===== config.mk =====
export PLATFORM = sky130hd
export DESIGN_NAME = axi_dma_core
export DESIGN_NICKNAME = d
export VERILOG_FILES = /design/src/common/dma_ctrl_pkg.sv /design/src/common/dma_geom_pkg.sv /design/src/source/axi_dma_core.sv /design/src/source/dma_data_fifo.sv /design/src/source/dma_burst_splitter.sv /design/src/source/dma_xfer_tracker.sv /design/src/source/dma_cmd_check.sv /design/src/source/dma_ctrl_fsm.sv
export SDC_FILE = /design/constraint.sdc
export NUM_CORES = 2
export LEC_CHECK = 0
export ABC_AREA = 1
export BUFFER_PORTS_ARGS = -buffer_cell sky130_fd_sc_hd__clkbuf_2
export CAP_MARGIN = 15
export CORE_UTILIZATION = 56
export DETAILED_ROUTE_END_ITERATION = 10
export PLACE_DENSITY = 0.77
export SLEW_MARGIN = 5
export SYNTH_ARGS = -nofsm -noshare
export SYNTH_HDL_FRONTEND = slang
export SYNTH_SLANG_ARGS = --single-unit
export TNS_END_PERCENT = 1

===== constraint.sdc =====
create_clock -name clk -period 6.6 [get_ports clk]
set_clock_uncertainty 0.1 [all_clocks]
set_input_delay 0.33 -clock clk [delete_from_list [all_inputs] [get_ports clk]]
set_output_delay 0.33 -clock clk [all_outputs]
set_load 0.01 [all_outputs]

===== src/common/dma_ctrl_pkg.sv =====
package dma_ctrl_pkg;

    // Control FSM states
    typedef enum logic [1:0] {
        DMA_IDLE  = 2'd0,
        DMA_MOVE  = 2'd1,
        DMA_DONE  = 2'd2,
        DMA_ERROR = 2'd3
    } dma_state_e;

    // Outstanding write responses, one per accepted write request
    typedef logic [3:0] resp_pending_t;

endpackage


===== src/common/dma_geom_pkg.sv =====
package dma_geom_pkg;

    // Data path geometry
    localparam int DATA_W         = 32;
    localparam int BYTES_PER_WORD = DATA_W / 8;
    localparam int WORD_OFS_W     = $clog2(BYTES_PER_WORD);
    localparam int ADDR_W         = 32;

    // Staging FIFO between read and write side
    localparam int FIFO_WORDS = 32;
    localparam int FIFO_BYTES = FIFO_WORDS * BYTES_PER_WORD;
    localparam int FIFO_PTR_W = $clog2(FIFO_WORDS);

    // Largest request is half the FIFO so reads and writes can overlap
    localparam int MAX_BLOCK_BYTES = FIFO_BYTES / 2;
    localparam int BLOCK_OFS_W     = $clog2(MAX_BLOCK_BYTES);

    typedef logic [ADDR_W-1:0] addr_t;
    typedef logic [DATA_W-1:0] data_t;
    typedef logic [31:0]       count_t;

    // Widths hold the full value, hence the +1
    typedef logic [$clog2(MAX_BLOCK_BYTES+1)-1:0] len_t;
    typedef logic [$clog2(FIFO_BYTES+1)-1:0]      credit_t;
    typedef logic [$clog2(FIFO_WORDS+1)-1:0]      depth_t;

endpackage

===== src/source/axi_dma_core.sv =====
module axi_dma_core
    import dma_geom_pkg::*;
    import dma_ctrl_pkg::*;
(
    input  logic   clk,
    input  logic   rst_n,
    input  logic   go_i,
    input  logic   flush_i,
    input  addr_t  src_addr_i,
    input  addr_t  dst_addr_i,
    input  count_t byte_count_i,
    input  count_t block_size_i,
    // Read request and data
    output logic   rd_req_valid_o,
    input  logic   rd_req_ready_i,
    output addr_t  rd_req_addr_o,
    output len_t   rd_req_len_o,
    input  logic   r_valid_i,
    input  data_t  r_data_i,
    output logic   r_ready_o,
    // Write request and data
    output logic   wr_req_valid_o,
    input  logic   wr_req_ready_i,
    output addr_t  wr_req_addr_o,
    output len_t   wr_req_len_o,
    output logic   w_valid_o,
    output data_t  w_data_o,
    input  logic   w_ready_i,
    // Responses
    input  logic   rd_resp_valid_i,
    input  logic   rd_resp_err_i,
    input  logic   wr_resp_valid_i,
    input  logic   wr_resp_err_i,
    // Status
    output logic   busy_o,
    output logic   done_o,
    output logic   error_o,
    output count_t bytes_remaining_o
);

    logic       cmd_err;
    logic       move;
    logic       idle;
    logic       drained;
    logic       axi_err;
    credit_t    rd_credit;
    credit_t    wr_space;
    depth_t     fifo_depth;
    logic       rd_req_fire;
    logic       wr_req_fire;
    logic       word_out;

    assign rd_req_fire = rd_req_valid_o && rd_req_ready_i;
    assign wr_req_fire = wr_req_valid_o && wr_req_ready_i;
    assign word_out    = w_valid_o && w_ready_i;

    // Write side may only ask for bytes already staged
    assign wr_space = {fifo_depth, 2'b00};

    dma_ctrl_fsm i_fsm (
        .clk, .rst_n, .go_i, .flush_i, .cmd_err_i(cmd_err), .drained_i(drained),
        .axi_err_i(axi_err), .state_o(), .move_o(move), .idle_o(idle),
        .busy_o, .done_o, .error_o
    );

    dma_cmd_check i_cmd_check (
        .src_addr_i, .dst_addr_i, .byte_count_i, .block_size_i, .cmd_err_o(cmd_err)
    );

    dma_xfer_tracker i_tracker (
        .clk, .rst_n, .idle_i(idle), .go_i, .byte_count_i, .rd_req_fire_i(rd_req_fire),
        .rd_req_len_i(rd_req_len_o), .wr_req_fire_i(wr_req_fire), .word_out_i(word_out),
        .rd_resp_valid_i, .rd_resp_err_i, .wr_resp_valid_i, .wr_resp_err_i, .flush_i,
        .rd_credit_o(rd_credit), .bytes_remaining_o, .drained_o(drained), .axi_err_o(axi_err)
    );

    dma_burst_splitter i_rd_split (
        .clk, .rst_n, .move_i(move), .idle_i(idle), .base_addr_i(src_addr_i), .byte_count_i,
        .block_size_i, .space_i(rd_credit), .req_ready_i(rd_req_ready_i),
        .req_valid_o(rd_req_valid_o), .req_addr_o(rd_req_addr_o), .req_len_o(rd_req_len_o)
    );

    dma_burst_splitter i_wr_split (
        .clk, .rst_n, .move_i(move), .idle_i(idle), .base_addr_i(dst_addr_i), .byte_count_i,
        .block_size_i, .space_i(wr_space), .req_ready_i(wr_req_ready_i),
        .req_valid_o(wr_req_valid_o), .req_addr_o(wr_req_addr_o), .req_len_o(wr_req_len_o)
    );

    // Flush in idle empties leftover data
    dma_data_fifo i_fifo (
        .clk, .rst_n, .clr_i(idle && flush_i), .wr_valid_i(r_valid_i), .wr_data_i(r_data_i),
        .rd_ready_i(w_ready_i), .wr_ready_o(r_ready_o), .rd_valid_o(w_valid_o),
        .rd_data_o(w_data_o), .depth_o(fifo_depth)
    );

endmodule


===== src/source/dma_data_fifo.sv =====
module dma_data_fifo import dma_geom_pkg::*; (
    input  logic   clk,
    input  logic   rst_n,
    input  logic   clr_i,
    input  logic   wr_valid_i,
    input  data_t  wr_data_i,
    input  logic   rd_ready_i,
    output logic   wr_ready_o,
    output logic   rd_valid_o,
    output data_t  rd_data_o,
    output depth_t depth_o
);

    data_t                 mem [FIFO_WORDS];
    logic [FIFO_PTR_W-1:0] wr_ptr;
    logic [FIFO_PTR_W-1:0] rd_ptr;
    depth_t                count;
    logic                  push;
    logic                  pop;

    assign wr_ready_o = (count != depth_t'(FIFO_WORDS));
    assign rd_valid_o = (count != '0);
    assign rd_data_o  = mem[rd_ptr];
    assign depth_o    = count;

    assign push = wr_valid_i && wr_ready_o;
    assign pop  = rd_valid_o && rd_ready_i;

    // Pointers wrap naturally, depth is a power of two
    always_ff @(posedge clk or negedge rst_n) begin
        if (!rst_n) begin
            wr_ptr <= '0;
            rd_ptr <= '0;
            count  <= '0;
        end else if (clr_i) begin
            wr_ptr <= '0;
            rd_ptr <= '0;
            count  <= '0;
        end else begin
            if (push) begin
                wr_ptr <= wr_ptr + 1'b1;
            end
            if (pop) begin
                rd_ptr <= rd_ptr + 1'b1;
            end
            count <= count + depth_t'(push) - depth_t'(pop);
        end
    end

    always_ff @(posedge clk) begin
        if (push) begin
            mem[wr_ptr] <= wr_data_i;
        end
    end

endmodule


===== src/source/dma_burst_splitter.sv =====
module dma_burst_splitter import dma_geom_pkg::*; (
    input  logic    clk,
    input  logic    rst_n,
    input  logic    move_i,
    input  logic    idle_i,
    input  addr_t   base_addr_i,
    input  count_t  byte_count_i,
    input  count_t  block_size_i,
    input  credit_t space_i,
    input  logic    req_ready_i,
    output logic    req_valid_o,
    output addr_t   req_addr_o,
    output len_t    req_len_o
);

    count_t                 requested;
    count_t                 remaining;
    len_t                   block;
    logic [BLOCK_OFS_W-1:0] block_mask;
    logic [BLOCK_OFS_W-1:0] block_ofs;
    len_t                   align_len;
    logic                   more;
    logic                   req_fire;

    // Zero or oversized block falls back to the largest block
    always_comb begin
        if ((block_size_i == '0) || (block_size_i > count_t'(MAX_BLOCK_BYTES))) begin
            block = len_t'(MAX_BLOCK_BYTES);
        end else begin
            block = len_t'(block_size_i);
        end
    end

    assign block_mask = BLOCK_OFS_W'(block - len_t'(1));

    assign req_addr_o = base_addr_i + requested;

    // Stop at the next block boundary
    assign block_ofs = req_addr_o[BLOCK_OFS_W-1:0] & block_mask;
    assign align_len = block - len_t'(block_ofs);

    assign remaining = byte_count_i - requested;
    assign more      = (requested < byte_count_i);

    // Final request may be shorter than the distance to the boundary
    assign req_len_o = (remaining < count_t'(align_len)) ? len_t'(remaining) : align_len;

    assign req_valid_o = move_i && more && (space_i >= credit_t'(req_len_o));
    assign req_fire    = req_valid_o && req_ready_i;

    always_ff @(posedge clk or negedge rst_n) begin
        if (!rst_n) begin
            requested <= '0;
        end else if (idle_i) begin
            requested <= '0;
        end else if (req_fire) begin
            requested <= requested + count_t'(req_len_o);
        end
    end

endmodule


===== src/source/dma_xfer_tracker.sv =====
module dma_xfer_tracker
    import dma_geom_pkg::*;
    import dma_ctrl_pkg::*;
(
    input  logic    clk,
    input  logic    rst_n,
    input  logic    idle_i,
    input  logic    go_i,
    input  count_t  byte_count_i,
    input  logic    rd_req_fire_i,
    input  len_t    rd_req_len_i,
    input  logic    wr_req_fire_i,
    input  logic    word_out_i,
    input  logic    rd_resp_valid_i,
    input  logic    rd_resp_err_i,
    input  logic    wr_resp_valid_i,
    input  logic    wr_resp_err_i,
    input  logic    flush_i,
    output credit_t rd_credit_o,
    output count_t  bytes_remaining_o,
    output logic    drained_o,
    output logic    axi_err_o
);

    count_t        bytes_remaining;
    credit_t       rd_credit;
    credit_t       credit_take;
    credit_t       credit_give;
    resp_pending_t wr_resp_pending;
    logic          resp_err;

    // Counted at the destination side, one word per FIFO pop
    always_ff @(posedge clk or negedge rst_n) begin
        if (!rst_n) begin
            bytes_remaining <= '0;
        end else if (idle_i && go_i) begin
            bytes_remaining <= byte_count_i;
        end else if (word_out_i) begin
            bytes_remaining <= bytes_remaining - count_t'(BYTES_PER_WORD);
        end
    end

    // Credits track free FIFO bytes not yet claimed by a read request
    assign credit_take = rd_req_fire_i ? credit_t'(rd_req_len_i) : '0;
    assign credit_give = word_out_i ? credit_t'(BYTES_PER_WORD) : '0;

    always_ff @(posedge clk or negedge rst_n) begin
        if (!rst_n) begin
            rd_credit <= credit_t'(FIFO_BYTES);
        end else if (idle_i) begin
            rd_credit <= credit_t'(FIFO_BYTES);
        end else begin
            rd_credit <= rd_credit - credit_take + credit_give;
        end
    end

    always_ff @(posedge clk or negedge rst_n) begin
        if (!rst_n) begin
            wr_resp_pending <= '0;
        end else if (idle_i) begin
            wr_resp_pending <= '0;
        end else begin
            case ({wr_req_fire_i, wr_resp_valid_i})
                2'b10:   wr_resp_pending <= wr_resp_pending + resp_pending_t'(1);
                2'b01:   wr_resp_pending <= wr_resp_pending - resp_pending_t'(1);
                default: wr_resp_pending <= wr_resp_pending;
            endcase
        end
    end

    assign resp_err = (rd_resp_valid_i && rd_resp_err_i) || (wr_resp_valid_i && wr_resp_err_i);

    // Sticky until the engine is idle again or flushed
    always_ff @(posedge clk or negedge rst_n) begin
        if (!rst_n) begin
            axi_err_o <= 1'b0;
        end else if (idle_i || flush_i) begin
            axi_err_o <= 1'b0;
        end else if (resp_err) begin
            axi_err_o <= 1'b1;
        end
    end

    assign rd_credit_o       = rd_credit;
    assign bytes_remaining_o = bytes_remaining;
    assign drained_o         = (bytes_remaining == '0) && (wr_resp_pending == '0);

endmodule


===== src/source/dma_cmd_check.sv =====
module dma_cmd_check import dma_geom_pkg::*; (
    input  addr_t  src_addr_i,
    input  addr_t  dst_addr_i,
    input  count_t byte_count_i,
    input  count_t block_size_i,
    output logic   cmd_err_o
);

    logic inv_src_addr;
    logic inv_dst_addr;
    logic inv_byte_count;
    logic inv_block_pow2;
    logic inv_block_align;

    // Both ends of the copy must start on a word
    assign inv_src_addr = |src_addr_i[WORD_OFS_W-1:0];
    assign inv_dst_addr = |dst_addr_i[WORD_OFS_W-1:0];

    // Zero count is legal, it just finishes at once
    assign inv_byte_count = |byte_count_i[WORD_OFS_W-1:0];

    // Zero block size passes both checks and selects the largest block
    assign inv_block_pow2  = |(block_size_i & (block_size_i - count_t'(1)));
    assign inv_block_align = |block_size_i[WORD_OFS_W-1:0];

    assign cmd_err_o = inv_src_addr    ||
                       inv_dst_addr    ||
                       inv_byte_count  ||
                       inv_block_pow2  ||
                       inv_block_align;

endmodule


===== src/source/dma_ctrl_fsm.sv =====
module dma_ctrl_fsm import dma_ctrl_pkg::*; (
    input  logic       clk,
    input  logic       rst_n,
    input  logic       go_i,
    input  logic       flush_i,
    input  logic       cmd_err_i,
    input  logic       drained_i,
    input  logic       axi_err_i,
    output dma_state_e state_o,
    output logic       move_o,
    output logic       idle_o,
    output logic       busy_o,
    output logic       done_o,
    output logic       error_o
);

    dma_state_e state_q;
    dma_state_e state_d;

    always_ff @(posedge clk or negedge rst_n) begin
        if (!rst_n) begin
            state_q <= DMA_IDLE;
        end else begin
            state_q <= state_d;
        end
    end

    always_comb begin
        state_d = state_q;
        case (state_q)
            DMA_IDLE: begin
                // Command legality decides where go leads
                if (go_i) begin
                    state_d = cmd_err_i ? DMA_ERROR : DMA_MOVE;
                end
            end
            DMA_MOVE: begin
                if (drained_i) begin
                    state_d = axi_err_i ? DMA_ERROR : DMA_DONE;
                end
            end
            DMA_DONE: begin
                state_d = DMA_IDLE;
            end
            DMA_ERROR: begin
                // Held until software flushes
                if (flush_i) begin
                    state_d = DMA_IDLE;
                end
            end
            default: begin
                state_d = DMA_IDLE;
            end
        endcase
    end

    assign state_o = state_q;
    assign move_o  = (state_q == DMA_MOVE);
    assign idle_o  = (state_q == DMA_IDLE);
    assign busy_o  = (state_q != DMA_IDLE);
    assign done_o  = (state_q == DMA_DONE);
    assign error_o = (state_q == DMA_ERROR);

endmodule


==> results.ini <==
[status]
status = finished with violations
violations = design-rule violations

[pwr]
p_per_area_nw_per_um2 = 388
p_int_mw = 15.4
power_switching_mw = 10.3
pwr-share-comb_pct = 39.7
pwr-share-seq_pct = 35.0
worst_ir_drop_vdd_uv = 398
swShare_pct = 40.0
clock_power_share_pct = 25.2
totalPowerFinal_mw = 25.7
leakagePower_nw = 25.4

[timing]
timing.final.crit_share_pct = 99.6
setup_violations = 0
layout_setup_ws_ns = 0.0265
timing.final.crit_period_ns = 6.57
hold_ws_ns = 0.0392
rsz0062_at_grt = yes
timing.slew.headroom_pct = 21.0
max_clock_freq_mhz = 152
slew_viol_final = 0
setup_tns_ns = 0
finalHoldViolCount = 0
tightestPinTransition_ns = 1.19

[worst_setup_path]
critPathMaxFanout = 5
critPathLaunchType = flop
max_stage_delay_ns = 0.54
critical_path_required_ns = 7.13
critPathKind = flop to flop
crit_top_cell = nor2_1
rrSetupSlack_ns = 0.03
crit_path_end = i_tracker.rd_credit_o[7]$_DFF_PN1_
reg2reg_depth = 40
r2r-start = i_rd_split.requested[0]$_DFFE_PN0P_
cp-end-kind = flop
cp_slowest_cell = fa_1
crit_start = i_rd_split.requested[0]$_DFFE_PN0P_
rr_endpoint = i_tracker.rd_credit_o[7]$_DFF_PN1_
crit_arrival_ns = 7.10

[placement]
dp.cells = 7407
dpl_worst_slack_ns = -0.408
io_buffers = 320
dp_hpwl_um = 113000
gp_congestion = 1.09

[clocking]
path_clk_slew_ns = 0.06
cts-buffers-inserted = 113
cts_tree = done
cts_htree_levels = 3
root_buffer = clkbuf_16
cts_sinks = 1151
insertion_delay_ns = 0.72
cts_buffer_depth = 3

[synthesis]
synth_fa_ha_area_share_pct = 4.72
synthCells = 5728
seq_area_frac_synth_pct = 59.1
syn_area_um2 = 57400
synth_top_family_by_area = simple AND/OR/NAND/NOR gates
synth_xor_area_share_pct = 2.09
syn_nets = 6110
synth_compound_area_share_pct = 13.1
synth_ff_type = edfxtp_1
yosysUniqueCellTypes = 63
synth-edff-count = 1024
yosys.area_share.simple_pct = 16.2
ys_warn_count = 0
synth_seq_cells = 1151
avgSynthCellArea_um2 = 10.0
muxShareOfSynthArea_pct = 0
async_reset_ff_share_pct = 11.0

[drt]
first_iter_violations = 5732
vias = 47100
wl_per_cell_um = 23.8
drtAntennaViolNets = 0
wl_um = 183000
drt_pass1_iterations = 9
viasPerCell = 6.14
drc = 4

[floorplan]
dieArea_um2 = 104000
num_rows = 117
die_x_um = 322
ioPinCount = 321
die_h_um = 322
initial_utilization_pct = 56.4
fp.coreArea_um2 = 102000

[final_layout]
drive_above_1_share_pct = 14.2
layout-area-overhead-vs-synth_pct = 15.4
fin_cells = 7670
final_nets = 6571

[global_route]
grt_max_degree = 188
grt_pass1_vias = 43700
grt-ovfl-total = 0
grt_first_pass_wirelength_um = 266000
antenna_found_initial = 11
grt_usage_pct = 34.4

[job]
max_cap_viol_count = 0

[hold_path]
hold_path.class = primary input to flop

placed cells by master (no fill, tap or decap), types with 123 or more instances in the layout:
cell and n:
o22ai_1 169, o21ai_0 672, ha_1 192, nand2_1 815, dfrtp_1 123, buf_4 235, nand4_1 130, nor2_1 838
inv_1 461, edfxtp_1 1024, a21oi_1 174, clkbuf_2 319, nand3_1 223
final cells by class:
type	count	area (um^2)
antenna	12	30.0
inverter	487	1840
sequential	1151	33900
clock buffer	146	3030
fill	7793	35500
clock inverter	70	677
tap	1368	1710
timing repair buffer	588	3850
multi-input combinational	3848	21100
power by group through the flow:
| stage | sequential [mW] | combinational, mW | clock [mW] |
|---|---|---|---|
| 3_3_place_gp | 9.12 | 9.56 | 0 |
| 3_5_place_dp | 9.14 | 9.81 | 0 |
| 2_1_floorplan | 8.88 | 6.27 | 0 |
| 5_1_grt | 9.06 | 11.1 | 6.76 |
| 6_report | 9.01 | 10.2 | 6.49 |
| 4_1_cts | 8.99 | 9.91 | 6.51 |
state kept, by name, indices dropped and copies added, names as in the netlist:
| register | cells |
|---|---|
| i_fifo.mem | 1024 |
| i_rd_split.requested | 32 |
| i_tracker.bytes_remaining_o | 32 |
| i_wr_split.requested | 32 |
| i_tracker.rd_credit_o | 8 |
| i_fifo.depth_o | 6 |
| i_fifo.rd_ptr | 5 |
| i_fifo.wr_ptr | 5 |
| i_tracker.wr_resp_pending | 4 |
| i_fsm.state_o | 2 |
| i_tracker.axi_err_o | 1 |
synth_stat cells, drive strengths merged, types with 2 or more instances:
library cell,number,area [um^2]
a31oi,11,68.8
o221ai,111,972
o21ai,705,3540
dfrtp,126,3150
nor4,20,131
a21boi,5,37.5
edfxtp,1024,30700
ha,199,2490
buf,25,135
a21o,14,105
a211oi,7,52.6
o21bai,14,109
o21a,10,75.1
clkbuf,217,815
inv,485,1820
nand3b,8,60.1
o22ai,169,1060
nand3,235,1240
nand2,840,3230
xnor2,40,350
nor3b,2,15.0
a22oi,2,15.0
nand4,131,826
o211ai,50,375
nor2,885,3350
xor2,97,850
fa,11,220
clkinv,2,7.51
nor3,68,355
or2,9,56.3
o31ai,5,37.5
a21oi,190,992
stage by stage:
stage / utilization (%) / cell area (um^2)
floorplan: - / 57500
global placement: 60.9 / 61900
detailed placement: 60.9 / 61900
CTS: 64.7 / 65800
global route: 65.1 / 66200
finish: 65.1 / 66200
critical path: cells and delay by family (launching register included):
family | cells | cell delay (ns)
AND/OR/NAND/NOR | 17 | 1.82
XOR/XNOR | 3 | 0.50
adder cells (fa/ha/maj) | 7 | 2.35
buffers and inverters | 6 | 0.40
AO/OA/AOI/OAI | 7 | 0.95
flip-flops | 1 | 0.36
worst min path at each step:
stage,from,end,cells after the start
3_5_place_dp,rst_n,i_rd_split.requested[11]$_DFFE_PN0P_,1
4_1_cts,byte_count_i[4],i_tracker.bytes_remaining_o[4]$_DFFE_PN0P_,3
3_3_place_gp,rst_n,i_rd_split.requested[11]$_DFFE_PN0P_,1
2_1_floorplan,rst_n,i_fifo.depth_o[0]$_DFF_PN0_,0
6_report,byte_count_i[27],i_tracker.bytes_remaining_o[27]$_DFFE_PN0P_,3
5_1_grt,byte_count_i[4],i_tracker.bytes_remaining_o[4]$_DFFE_PN0P_,3
timing repair:
| action | CTS | global route |
|---|---|---|
| endpoints found under the hold margin | 87 | 0 |
| setup endpoints to repair | 0 | 9 |
| setup buffers | 0 | 8 |
| gates resized for setup | 0 | 41 |
| hold buffers | 21 | 0 |
metal layers:
layer  GRT usage (%)  vias to the layer above  wire length (um)
li1                -                    21300                 -
met1            43.7                    22300             66500
met2            55.0                     2947             85000
met3            6.44                      556             19200
met4            21.0                       10             12100
met5               0                        -                69
logic make-up after synthesis:
group,count (synthesis)
simple gates,2201
xor+xnor,137
compound gates,1300
fa+ha+maj,210
flops,1151
buf+inv,729
No activity file was read; power rests on OpenSTA's default activity.
